`config.mk`:
```
export PLATFORM = sky130hd
export DESIGN_NAME = player_input_top
export DESIGN_NICKNAME = d
export VERILOG_FILES = /design/src/ps2_pkg.sv /design/src/game_pkg.sv /design/src/ps2_rx.sv /design/src/keycode_assembler.sv /design/src/key_decoder_movement.sv /design/src/player_input_top.sv
export VERILOG_INCLUDE_DIRS = /design/src /design/src/src
export SDC_FILE = /design/constraint.sdc
export NUM_CORES = 1
export LEC_CHECK = 0
export BUFFER_PORTS_ARGS = -buffer_cell sky130_fd_sc_hd__buf_2
export CAP_MARGIN = 5
export CORE_UTILIZATION = 57
export CTS_BUF_LIST = sky130_fd_sc_hd__clkbuf_4 sky130_fd_sc_hd__clkbuf_8
export CTS_CLUSTER_SIZE = 24
export DETAILED_ROUTE_END_ITERATION = 16
export PLACE_DENSITY = 0.77
export SLEW_MARGIN = 20
export SYNTH_ARGS = -nofsm -noshare
export SYNTH_HDL_FRONTEND = slang
export SYNTH_SLANG_ARGS = --single-unit
export TNS_END_PERCENT = 5
```
`constraint.sdc`:
```
create_clock -name clk -period 1.75 [get_ports clk]
set_input_delay 0.35 -clock clk [delete_from_list [all_inputs] [get_ports clk]]
set_output_delay 0.35 -clock clk [all_outputs]
set_load 0.005 [all_outputs]
```
`src/kbd_defines.svh`:
```
// keyboard input constants
`ifndef KBD_DEFINES_SVH
`define KBD_DEFINES_SVH

// equal samples needed before the filtered ps2 clock changes level
`define PS2_FILTER_LEN 4

// idle system cycles inside a frame before a partial frame is dropped
`define PS2_TIMEOUT_CYCLES 2000

// jump pulse length in clock cycles
`define JUMP_PULSE_CYCLES 51

`endif

```
`src/ps2_pkg.sv`:
```
// ps2 byte and keycode types
package ps2_pkg;

    // one byte from the keyboard, data bits only
    typedef logic [7:0] scan_byte_t;

    // prefix (00, F0, E0) in the upper byte and scan code in the lower byte
    typedef logic [15:0] keycode_t;

    localparam scan_byte_t BREAK_PREFIX = 8'hF0; // key released
    localparam scan_byte_t EXT_PREFIX   = 8'hE0; // extended key set

endpackage

```
`src/game_pkg.sv`:
```
// game control codes
package game_pkg;

    // set 2 scan codes of the control keys
    localparam logic [7:0] KEY_LEFT    = 8'h1C; // A
    localparam logic [7:0] KEY_RIGHT   = 8'h23; // D
    localparam logic [7:0] KEY_JUMP    = 8'h1D; // W
    localparam logic [7:0] KEY_RESTART = 8'h29; // space

    // down counter behind the jump pulse
    typedef logic [7:0] jump_ctr_t;

endpackage

```
`src/ps2_rx.sv`:
```
// ps2 frame receiver
`timescale 1ns/1ps
`include "kbd_defines.svh"

module ps2_rx (
    input  logic                clk,
    input  logic                rst,
    input  logic                ps2_clk,
    input  logic                ps2_data,
    output ps2_pkg::scan_byte_t rx_byte,
    output logic                rx_valid,
    output logic                frame_error
);

    localparam int FLT_W = $clog2(`PS2_FILTER_LEN + 1);
    localparam int TMO_W = 12;

    logic [1:0]       clk_sync;
    logic [1:0]       data_sync;
    logic             clk_filt;
    logic [FLT_W-1:0] flt_cnt;
    logic             clk_fall;
    logic [10:0]      shreg;
    logic [3:0]       bit_cnt;
    logic [TMO_W-1:0] tmo_cnt;
    logic             frame_done;
    logic             frame_ok;

    // both lines idle high
    always_ff @(posedge clk) begin
        if (rst) begin
            clk_sync  <= 2'b11;
            data_sync <= 2'b11;
        end else begin
            clk_sync  <= {clk_sync[0], ps2_clk};
            data_sync <= {data_sync[0], ps2_data};
        end
    end

    // level only moves after a run of equal samples
    always_ff @(posedge clk) begin
        if (rst) begin
            clk_filt <= 1'b1;
            flt_cnt  <= '0;
        end else if (clk_sync[1] == clk_filt) begin
            flt_cnt <= '0;
        end else if (flt_cnt == FLT_W'(`PS2_FILTER_LEN - 1)) begin
            clk_filt <= clk_sync[1];
            flt_cnt  <= '0;
        end else begin
            flt_cnt <= flt_cnt + 1'b1;
        end
    end

    // high for the one cycle in which the filtered clock drops
    assign clk_fall = clk_filt & ~clk_sync[1] & (flt_cnt == FLT_W'(`PS2_FILTER_LEN - 1));

    // start 0, odd parity over data and parity bit, stop 1
    assign frame_ok = ~shreg[0] & (^shreg[9:1]) & shreg[10];

    // lsb first so new bits enter at the top
    always_ff @(posedge clk) begin
        if (clk_fall) begin
            shreg <= {data_sync[1], shreg[10:1]};
        end
        if (frame_done) begin
            rx_byte <= shreg[8:1];
        end
    end

    always_ff @(posedge clk) begin
        if (rst) begin
            bit_cnt     <= '0;
            tmo_cnt     <= '0;
            frame_done  <= 1'b0;
            rx_valid    <= 1'b0;
            frame_error <= 1'b0;
        end else begin
            frame_done  <= clk_fall && (bit_cnt == 4'd10);
            rx_valid    <= frame_done & frame_ok;
            frame_error <= frame_done & ~frame_ok;

            if (clk_fall) begin
                tmo_cnt <= '0;
                if (bit_cnt == 4'd10) begin
                    bit_cnt <= '0; // stop bit in
                end else begin
                    bit_cnt <= bit_cnt + 1'b1;
                end
            end else if (bit_cnt != '0) begin
                // drop a frame that stalls mid-way
                if (tmo_cnt == TMO_W'(`PS2_TIMEOUT_CYCLES - 1)) begin
                    bit_cnt <= '0;
                    tmo_cnt <= '0;
                end else begin
                    tmo_cnt <= tmo_cnt + 1'b1;
                end
            end
        end
    end

endmodule

```
`src/keycode_assembler.sv`:
```
// ps2 keycode assembler
`timescale 1ns/1ps

module keycode_assembler (
    input  logic                clk,
    input  logic                rst,
    input  ps2_pkg::scan_byte_t rx_byte,
    input  logic                rx_valid,
    output ps2_pkg::keycode_t   keycode,
    output logic                keycode_valid
);

    logic break_flag;
    logic ext_flag;

    always_ff @(posedge clk) begin
        if (rst) begin
            break_flag    <= 1'b0;
            ext_flag      <= 1'b0;
            keycode_valid <= 1'b0;
        end else begin
            keycode_valid <= 1'b0;
            if (rx_valid) begin
                if (rx_byte == ps2_pkg::BREAK_PREFIX) begin
                    break_flag <= 1'b1;
                end else if (rx_byte == ps2_pkg::EXT_PREFIX) begin
                    ext_flag <= 1'b1;
                end else begin
                    // code byte ends the event
                    break_flag    <= 1'b0;
                    ext_flag      <= 1'b0;
                    keycode_valid <= ~(break_flag & ext_flag); // no extended breaks
                end
            end
        end
    end

    // prefix picked from the flags seen before the code byte
    always_ff @(posedge clk) begin
        if (rx_valid && rx_byte != ps2_pkg::BREAK_PREFIX && rx_byte != ps2_pkg::EXT_PREFIX) begin
            if (ext_flag) begin
                keycode <= {ps2_pkg::EXT_PREFIX, rx_byte};
            end else if (break_flag) begin
                keycode <= {ps2_pkg::BREAK_PREFIX, rx_byte};
            end else begin
                keycode <= {8'h00, rx_byte};
            end
        end
    end

endmodule

```
`src/key_decoder_movement.sv`:
```
// movement key decoder
`timescale 1ns/1ps
`include "kbd_defines.svh"

module key_decoder_movement (
    input  logic              clk,
    input  logic              rst,
    input  ps2_pkg::keycode_t keycode,
    input  logic              keycode_valid,
    output logic              right,
    output logic              left,
    output logic              jump,
    output logic              restart_button
);

    logic [7:0]         prefix;
    logic [7:0]         code;
    logic               make_ev;
    logic               break_ev;
    game_pkg::jump_ctr_t jump_ctr;

    assign prefix = keycode[15:8];
    assign code   = keycode[7:0];

    // extended events match neither
    assign make_ev  = keycode_valid && (prefix == 8'h00);
    assign break_ev = keycode_valid && (prefix == ps2_pkg::BREAK_PREFIX);

    // held levels with left and right independent of each other
    always_ff @(posedge clk) begin
        if (rst) begin
            right          <= 1'b0;
            left           <= 1'b0;
            restart_button <= 1'b0;
        end else if (make_ev || break_ev) begin
            if (code == game_pkg::KEY_LEFT) begin
                left <= make_ev;
            end
            if (code == game_pkg::KEY_RIGHT) begin
                right <= make_ev;
            end
            if (code == game_pkg::KEY_RESTART) begin
                restart_button <= make_ev; // held while space is down
            end
        end
    end

    // a new make reloads and a release is ignored
    always_ff @(posedge clk) begin
        if (rst) begin
            jump_ctr <= '0;
        end else if (make_ev && code == game_pkg::KEY_JUMP) begin
            jump_ctr <= game_pkg::jump_ctr_t'(`JUMP_PULSE_CYCLES);
        end else if (jump_ctr != '0) begin
            jump_ctr <= jump_ctr - 1'b1;
        end
    end

    assign jump = (jump_ctr != '0);

endmodule

```
`src/player_input_top.sv`:
```
// player keyboard input top
`timescale 1ns/1ps

module player_input_top (
    input  logic clk,
    input  logic rst,
    input  logic ps2_clk,
    input  logic ps2_data,
    output logic right,
    output logic left,
    output logic jump,
    output logic restart_button,
    output logic frame_error
);

    ps2_pkg::scan_byte_t rx_byte;
    logic                rx_valid;
    ps2_pkg::keycode_t   keycode;
    logic                keycode_valid;

    ps2_rx u_ps2_rx (
        .clk         (clk),
        .rst         (rst),
        .ps2_clk     (ps2_clk),
        .ps2_data    (ps2_data),
        .rx_byte     (rx_byte),
        .rx_valid    (rx_valid),
        .frame_error (frame_error)
    );

    keycode_assembler u_keycode_assembler (
        .clk           (clk),
        .rst           (rst),
        .rx_byte       (rx_byte),
        .rx_valid      (rx_valid),
        .keycode       (keycode),
        .keycode_valid (keycode_valid)
    );

    key_decoder_movement u_key_decoder_movement (
        .clk            (clk),
        .rst            (rst),
        .keycode        (keycode),
        .keycode_valid  (keycode_valid),
        .right          (right),
        .left           (left),
        .jump           (jump),
        .restart_button (restart_button)
    );

endmodule

```
# == After elaboration in Yosys (flattened, before gate mapping) ==
# Cells that the tools add are included.
# classes
n_bitwise,14
n_eq_ne,14
reduce_logical,25
n_mux,12
n_addsub,4
# ops
cell,count
$eq 8x8->1 const B,3
$eq 8x5->1 const B,2
$eq 8x6->1 const B,2
$mux 16,1
$mux 4,4
$ne 8x8->1 const B,2
$reduce_and 2->1,7
$add 12x1->12 const B,1
$eq 12x11->1 const B,1
$mux 12,1
$mux 6,2
$reduce_xor 9->1,1
$logic_not 8->1,1
$mux 8,1
$reduce_bool 8->1,1
$sub 8x1->8 const B,1
$and 1x1->1,7
$not 1->1,7
$logic_and 1x1->1,6
$reduce_bool 2->1,3
$add 4x1->4 const B,1
$eq 4x4->1 const B,1
$reduce_bool 4->1,1
$reduce_or 2->1,2
8 further kinds,10
# word_totals
elab_cells,90
regBits,76
in_bits,4

# == Logic depth before layout (Yosys ltp) ==
# Gate-level depths: netlist of run 1.
# logic_depth
ltp_word,5
mapped_depth,8

# == Modules after synthesis ==
# From an unflattened synthesis of run 1, not the netlist that was laid out.
# hier_totals
cells_unflattened,253
area_unflattened_um2,2909.0
# by_module_without_submodules
module,cells_each,n_inst,area_per_inst_um2,seq_area_each_um2
ps2_rx,148,1,1808.0,1111.1
key_decoder_movement,73,1,610.6,220.2
keycode_assembler,32,1,490.5,360.3

# == Worst setup path before layout of run 1 ==
# No wires, ideal clock.
# synth_path
kind,flip-flop to flip-flop
start,reg u_ps2_rx.bit_cnt[0]
end,reg u_ps2_rx.tmo_cnt[11]
synth_period_minus_slack_ps,1723
required_ps,1680
path_slack_ps,27
path_buffers,1
arrival_ps,1653
path_stages_with_launch,8
cell_sequence,dfxtp_1 -> inv_1 -> ha_1 -> or3b_1 -> buf_6 -> nand4_4 -> or4_1 -> a21oi_1
# synth_via
elab_chain_cells,1
# synth_lines
item,line,rtl
start: declaration,ps2_rx.sv:24,logic [3:0] bit_cnt;
start signal: assignment,ps2_rx.sv:88,bit_cnt <= bit_cnt + 1'b1;
$reduce_bool 4->1,ps2_rx.sv:90,end else if (bit_cnt != '0) begin
end signal: assignment,ps2_rx.sv:96,tmo_cnt <= tmo_cnt + 1'b1;
end: declaration,ps2_rx.sv:25,logic [TMO_W-1:0] tmo_cnt;
# No other way between the ends.
# A chain may end at the register's enable or synchronous reset.

# == Worst setup path after layout of run 1 ==
# layout_path
start,reg u_key_decoder_movement.jump_ctr[0]
end,out jump
# layout_via
elab_chain_cells,1
# layout_lines
item,line,rtl
start: declaration,key_decoder_movement.sv:20,game_pkg::jump_ctr_t jump_ctr;
start signal: assignment,key_decoder_movement.sv:53,jump_ctr <= game_pkg::jump_ctr_t'(`JUMP_PULSE_CYCLES);
start signal: assignment,key_decoder_movement.sv:55,jump_ctr <= jump_ctr - 1'b1;
$reduce_bool 8->1,key_decoder_movement.sv:59,assign jump = (jump_ctr != '0);
end: declaration,player_input_top.sv:11,"output logic jump,"
# No other way between the ends.

==> results of run 1 <==
-- per-stage QoR --
step	instance area [sq um]	setup slack (ns)	utilization [%]	hold WS, ns	cells
floorplan	2843	0.02717	-	0.3855	242
global placement	3062	0.06759	64.39	0.3899	328
detailed placement	3062	0.03333	64.39	0.3961	328
CTS	3237	0.009926	68.08	0.1788	344
global route	3263	-0.03977	68.63	0.1742	344
finish	3263	0.04123	68.63	0.1892	344
-- area by class of cell --
type                            instances  area share, %
Inverter                               14          1.610
Timing Repair Buffer                   23          5.061
Multi-Input combinational cell        154          33.47
Clock buffer                            9          3.796
Clock inverter                          7          1.572
Tap cell                               67          2.569
Sequential cell                        70          51.92
-- kinds of logic after synthesis --
| logic type | share of synthesized area, % |
|---|---|
| DFF | 59.51 |
| xor gates and xnor gates | 6.338 |
| adders and majority gates | 3.961 |
| muxes | 1.452 |
| AOI/OAI and AO/OA | 7.131 |
| buffers and inverters | 2.905 |
| and+or+nand+nor | 18.71 |
-- what timing repair did --
item,4_1_cts,5_1_grt
endpoints found under the setup margin,0,11
gates resized for setup,0,9
buffers inserted,0,0
-- cells in the final DEF (no fill, tap or decap), drive strengths merged, types with 2 or more instances in the layout --
| cell type | n |
|---|---|
| and3 | 2 |
| a21oi | 10 |
| clkinv | 5 |
| a31oi | 5 |
| nand3b | 2 |
| o311ai | 2 |
| or2 | 6 |
| edfxtp | 29 |
| or4 | 4 |
| xor2 | 8 |
| o31ai | 3 |
| nor2b | 3 |
| nor2 | 21 |
| dfxtp | 41 |
| nand2 | 15 |
| xnor2 | 10 |
| nand4 | 8 |
| clkbuf | 9 |
| nand3 | 5 |
| mux2i | 3 |
| buf | 23 |
| or3b | 4 |
| clkinvlp | 2 |
| nor4b | 2 |
| and2 | 2 |
| inv | 14 |
| nor3 | 3 |
| or3 | 4 |
| ha | 9 |
| o21ai | 6 |
| nor4 | 5 |
-- state kept, by name (all words and copies together) (netlist names), 2 cells and up --
signal and flops:
u_ps2_rx.tmo_cnt 12, u_ps2_rx.bit_cnt 4, u_ps2_rx.shreg 11, u_ps2_rx.clk_sync 2, u_key_decoder_movement.jump_ctr 8, u_ps2_rx.rx_byte 8
u_ps2_rx.data_sync 2, u_ps2_rx.flt_cnt 3, u_keycode_assembler.keycode 10
-- power groups by stage --
| stage | logic (mW) | registers [mW] | clock network [mW] |
|---|---|---|---|
| 2_1_floorplan | 0.364 | 1.84 | 0 |
| 3_3_place_gp | 0.451 | 1.85 | 0 |
| 3_5_place_dp | 0.457 | 1.85 | 0 |
| 4_1_cts | 0.460 | 1.81 | 1.16 |
| 5_1_grt | 0.533 | 1.83 | 1.24 |
| 6_report | 0.468 | 1.82 | 1.14 |
-- worst max-delay path, stage by stage (launching register included) --
cell and delay [ns]:
sky130_fd_sc_hd__dfxtp_2 0.34, sky130_fd_sc_hd__inv_1 0.07, sky130_fd_sc_hd__ha_1 0.15, sky130_fd_sc_hd__nand4_1 0.24, sky130_fd_sc_hd__buf_2 0.22
-- final timing paths --
check	end	slack, ns	from
setup / recovery	jump	0.04	u_key_decoder_movement.jump_ctr[0]
hold / removal	u_ps2_rx.data_sync[0]	0.19	ps2_data
setup reg to reg	u_ps2_rx.tmo_cnt[9]	0.06	u_ps2_rx.bit_cnt[0]
hold reg to reg	u_ps2_rx.data_sync[1]	0.42	u_ps2_rx.data_sync[0]
-- per-layer routing --
layer | share of wire, % | global-route usage [%] | vias up
met5 | 0 | 0 | -
met1 | 49 | 23.90 | 831
met2 | 46 | 28.45 | 20
li1 | - | - | 937
met4 | 2.3 | 10.89 | 0
met3 | 2.5 | 6.630 | 9
==> results.yml, run 1 <==
status:
  outcome: "complete, no violations"
layout:
  final_net_count: 285
  ff_latch_area_sq_mm: 0.001694
  layout.filler_cells: 357
  antenna_cells_inserted: 0
  drive_above_1_share_pct: 22.02
  multi_input_comb_area_sq_mm: 0.001092
  syn2layout_area_growth_pct: 14.79
power:
  static-leakage-power_nw: 1.250
  p_sw_share_pct: 25.94
  p_sw_mw: 0.8873
  p_seq_share_pct: 53.1
  internal_power_summed_over_all_cells_mw: 2.534
  power_density_mw_per_mm2: 1048
  report.power.total_mw: 3.421
  pwr-share-comb_pct: 13.7
  ir_drop_v: 0.0006807
  share_clk_of_total_power_pct: 33.2
timing:
  worst_slew_pin_slew_ns: 0.4511
  fin_crit_ns: 1.709
  timing_max_transition_violations_final: 0
  final_hold_viol_count: 0
  grt_setup_unrepaired: "true"
  setup-tns-final_ns: 0
  timing.slew.headroom_pct: 69.89
  period_share_pct: 97.64
  max_freq_ghz: 0.5852
  setup_viols_final: 0
  finClkSkew_ns: 0.007091
critical_path:
  critPathArrivalTime_ns: 1.36
  timing.reg2reg.worst_path_depth: 6
  worst_setup_path_end_kind: "output pin"
  worst-setup-path-type: "register to output pin"
  critPathLaunchType: "register"
  crit_fanout: 6
  critPathRequiredTime_ns: 1.40
floorplan:
  io-pin-count: 9
  fp.dieH_microns: 72.62
  core.rowCount: 25
  die_area_sq_mm: 0.005274
  dieWidth_microns: 72.62
  floorplan.initialDensity_pct: 59.79
  core-area_sq_mm: 0.004755
route:
  dr_total_vias: 1797
  detail_route.wl_per_cell_microns: 12.49
  drt_wl_total_microns: 4298
  final_antenna_net_count: 0
  drt-vias-per-instance: 5.224
  drt_iter0_markers: 85
  drc_errors: 0
  drtPass1Iterations: 4
placement:
  globalplace.congestion: 0.7831
  dp.final_hpwl_microns: 3017
  port_buffers: 8
clock_network:
  clk_pin_slew_worst_paths_ns: 0.08
  clock_latency_ns: 0.34
  h-tree-depth: 3
  clock-sinks: 70
  tritoncts.num_buffers: 9
  cts-root-buf: "sky130_fd_sc_hd__clkbuf_8"
  ctsLongestPathBuffers: 2
  postCtsHoldBufs: 0
  tritoncts: "done"
synthesis:
  synth_seq_cells: 70
  mappedNetlistNets: 255
  post_synth_instance_area_sq_mm: 0.002843
  yosysSeqAreaShare_pct: 59.51
  synthDistinctLibCells: 45
  synth_enable_flop_cells: 29
  cell_with_the_most_instances_after_synthesis: "sky130_fd_sc_hd__dfxtp_1"
  yosysWarningCount: 0
  syn_area_per_cell_sq_um: 11.75
  synthesis.instances: 242
  synthTopCellsByCount: "sky130_fd_sc_hd__dfxtp_1 (41), sky130_fd_sc_hd__edfxtp_1 (29), sky130_fd_sc_hd__nor2_1 (21), sky130_fd_sc_hd__nand2_1 (15), sky130_fd_sc_hd__inv_1 (14)"
  synth_top_area_share_pct: 30.63
  async_reset_ff_share_pct: 0
  ys_top_cells_by_area: "sky130_fd_sc_hd__edfxtp_1 (31%), sky130_fd_sc_hd__dfxtp_1 (29%), sky130_fd_sc_hd__ha_1 (4.0%)"
  synth_area_leader_cell: "sky130_fd_sc_hd__edfxtp_1"
  ys.flop_type: "sky130_fd_sc_hd__dfxtp_1"
global_route:
  grt_antenna_before_repair: 0
  grt_overflow_total: 0
  grt_first_pass_wirelength_microns: 7245
  grt_max_degree: 16
  first_global_vias: 1665
  grt_usage_pct: 18.96
min_path:
  hold_class: "primary input to register"
  timing.hold.worst_path_depth: 2
job:
  max_cap_viol_count: 0
No activity file was read; power rests on OpenSTA's default activity.
==> inputs of run 2 (changes only) <==
- ABC_AREA: unset -> 1
- CORE_UTILIZATION: 57 -> 58
- PLACE_DENSITY: 0.77 -> 0.78
==> run 2 against run 1 <==
  * Sequential cell count unchanged
  * Wire length increased by 14%
  * Register-to-register slack improved by 0.09 ns
  * Critical endpoint unchanged
  * Highest routed layer unchanged
  * Final cell count increased by 27%
  * Total power increased by 2.7%
==> results.yml, run 2 <==
placement:
  port_buffers: 8
  pre_cts_slack_ns: 0.1687
  dp.final_hpwl_microns: 3534
  globalplace.congestion: 0.8190
  dpl.cell_count: 417
  placedInstanceArea_sq_mm: 0.003198
critical_path:
  timing.reg2reg.worst_path_depth: 6
  worst-setup-path-type: "register to output pin"
  worst_setup_path_end_kind: "output pin"
  r2r_end: "u_keycode_assembler.keycode[3]"
  setup.worst_path.end: "jump"
  timing.critical_path.from: "u_key_decoder_movement.jump_ctr[1]"
  crit_fanout: 4
  setup.reg_to_reg.worst_slack_ns: 0.15
  critPathRequiredTime_ns: 1.40
  critPathLaunchType: "register"
  critPathArrivalTime_ns: 1.31
  r2r-start: "u_ps2_rx.rx_byte[6]"
timing:
  setup_viols_final: 0
  period_share_pct: 94.63
  postLayoutSetupSlackWorst_ns: 0.09391
  worst_slew_pin_slew_ns: 0.4202
  fin_crit_ns: 1.656
  finClkSkew_ns: 0.005137
  timing_max_transition_violations_final: 0
  timing.slew.headroom_pct: 71.96
  grt_setup_unrepaired: "false"
  max_freq_ghz: 0.6038
  setup-tns-final_ns: 0
  final_hold_viol_count: 0
clock_network:
  clock-sinks: 70
  tritoncts.num_buffers: 9
  tritoncts: "done"
  postCtsHoldBufs: 0
  clk_pin_slew_worst_paths_ns: 0.07
  h-tree-depth: 3
  clock_latency_ns: 0.34
  cts-root-buf: "sky130_fd_sc_hd__clkbuf_8"
  ctsLongestPathBuffers: 2
route:
  final_antenna_net_count: 0
  drt_iter0_markers: 133
  drt-vias-per-instance: 5.028
  drt_wl_total_microns: 4882
  drc_errors: 0
  detail_route.wl_per_cell_microns: 11.20
  drtPass1Iterations: 4
  dr_total_vias: 2192
global_route:
  grt_overflow_total: 0
  met2_usage_pct: 34.23
  grt_util_met1_pct: 23.78
  first_global_vias: 2080
  grt_antenna_before_repair: 0
  grt_max_degree: 14
  grt_usage_pct: 20.55
  grt_first_pass_wirelength_microns: 8466
  gr_busiest_metal: "met2"
  use_met3_pct: 7.631
power:
  ir_drop_v: 0.0004364
  static-leakage-power_nw: 1.381
  report.power.total_mw: 3.513
  power_density_mw_per_mm2: 1032
synthesis:
  ys.flop_type: "sky130_fd_sc_hd__dfxtp_1"
  synth_area_leader_cell: "sky130_fd_sc_hd__edfxtp_1"
  syn_area_per_cell_sq_um: 9.031
  yosysWarningCount: 0
  yosysSeqAreaShare_pct: 55.09
  synthDistinctLibCells: 37
  synth_seq_cells: 70
  synth_top_area_share_pct: 28.36
  post_synth_instance_area_sq_mm: 0.003070
  synthesis.instances: 340
  cell_with_the_most_instances_after_synthesis: "sky130_fd_sc_hd__nand2_1"
  mappedNetlistNets: 353
  synthTopCellsByCount: "sky130_fd_sc_hd__nand2_1 (69), sky130_fd_sc_hd__inv_1 (48), sky130_fd_sc_hd__dfxtp_1 (41), sky130_fd_sc_hd__nor2_1 (38), sky130_fd_sc_hd__edfxtp_1 (29)"
  ys_top_cells_by_area: "sky130_fd_sc_hd__edfxtp_1 (28%), sky130_fd_sc_hd__dfxtp_1 (27%), sky130_fd_sc_hd__nand2_1 (8.4%)"
  synth_enable_flop_cells: 29
  async_reset_ff_share_pct: 0
layout:
  syn2layout_area_growth_pct: 10.88
  drive_above_1_share_pct: 14.75
  layout_commonest_cell: "sky130_fd_sc_hd__nand2_1"
  max_flop_register: "u_ps2_rx.tmo_cnt"
  multi_input_comb_area_sq_mm: 0.001187
  ff_latch_area_sq_mm: 0.001692
  finished_layout_cell_area_sq_mm: 0.003405
  layout_top_registers: "u_ps2_rx.tmo_cnt x12, u_ps2_rx.shreg x11, u_keycode_assembler.keycode x10"
  largest_register_ff_count: 12
  final_net_count: 374
  layout_common_cells: "sky130_fd_sc_hd__nand2_1 (69), sky130_fd_sc_hd__inv_1 (45), sky130_fd_sc_hd__dfxtp_1 (41)"
  finalNonFillerCells: 436
  antenna_cells_inserted: 0
  layout.filler_cells: 415
status:
  outcome: "complete, no violations"
min_path:
  hold_path.startpoint: "ps2_data"
  hold_class: "primary input to register"
floorplan:
  fp.dieH_microns: 74.76
  core.rowCount: 26
  die_area_sq_mm: 0.005589
  core-area_sq_mm: 0.005107
  dieWidth_microns: 74.76
  io-pin-count: 9
  floorplan.initialDensity_pct: 60.12
job:
  max_cap_viol_count: 0
-- run 2: how the worst min path moves through the flow --
stage	to	slack, ns	depth (start not counted)
finish	u_ps2_rx.data_sync[0]	0.19	2
global placement	u_ps2_rx.shreg[10]	0.39	0
detailed placement	u_ps2_rx.data_sync[1]	0.40	1
floorplan	u_ps2_rx.shreg[10]	0.39	0
global route	u_ps2_rx.data_sync[0]	0.18	2
CTS	u_ps2_rx.data_sync[0]	0.17	2
-- run 2: report_power, final --
group | switching, mW | leakage, nW | total (mW) | internal, mW
clock | 0.591 | 0.0891 | 1.16 | 0.568
sequential | 0.0431 | 0.590 | 1.79 | 1.75
combinational | 0.310 | 0.702 | 0.558 | 0.249
total | 0.944 | 1.38 | 3.51 | 2.57
-- run 2: area by class of cell --
class / instances / share of cell area [%]
Clock buffer: 11 / 4.263
Multi-Input combinational cell: 218 / 34.88
Sequential cell: 70 / 49.69
Tap cell: 70 / 2.573
Timing Repair Buffer: 12 / 2.058
Clock inverter: 5 / 0.9923
Inverter: 50 / 5.549
-- run 2: cell families (layout without fill, tap and decap cells) --
group / count (synthesis) / after routing / share of synthesized area (%)
adder cells (fa/ha/maj): 9 / 9 / 3.668
AO/OA/AOI/OAI: 27 / 27 / 4.890
flip-flops: 70 / 70 / 55.09
AND/OR/NAND/NOR: 171 / 171 / 26.81
buffers and inverters: 52 / 78 / 6.397
XOR/XNOR: 11 / 11 / 3.138
-- run 2: critical path, stage by stage (launching register included) --
cell and delay (ns):
sky130_fd_sc_hd__dfxtp_1 0.32, sky130_fd_sc_hd__inv_2 0.07, sky130_fd_sc_hd__ha_1 0.15, sky130_fd_sc_hd__nand3_2 0.09, sky130_fd_sc_hd__nor3_4 0.14, sky130_fd_sc_hd__inv_2 0.07
sky130_fd_sc_hd__buf_2 0.12
-- run 2: what timing repair did --
item	4_1_cts	5_1_grt
endpoints found under the setup margin	1	1
setup buffers	2	1
pin swaps	1	1
gates resized for setup	4	0
-- run 2: routing by layer --
metal	vias up	wire [microns]
li1	1142	-
met1	1003	2291
met2	41	2350
met3	6	194
met4	0	45
met5	-	0
-- run 2: through the flow --
stage / hold slack (ns) / utilization, %
floorplan: 0.3855 / -
global placement: 0.3920 / 62.62
detailed placement: 0.3951 / 62.62
CTS: 0.1720 / 66.51
global route: 0.1761 / 66.66
finish: 0.1896 / 66.66
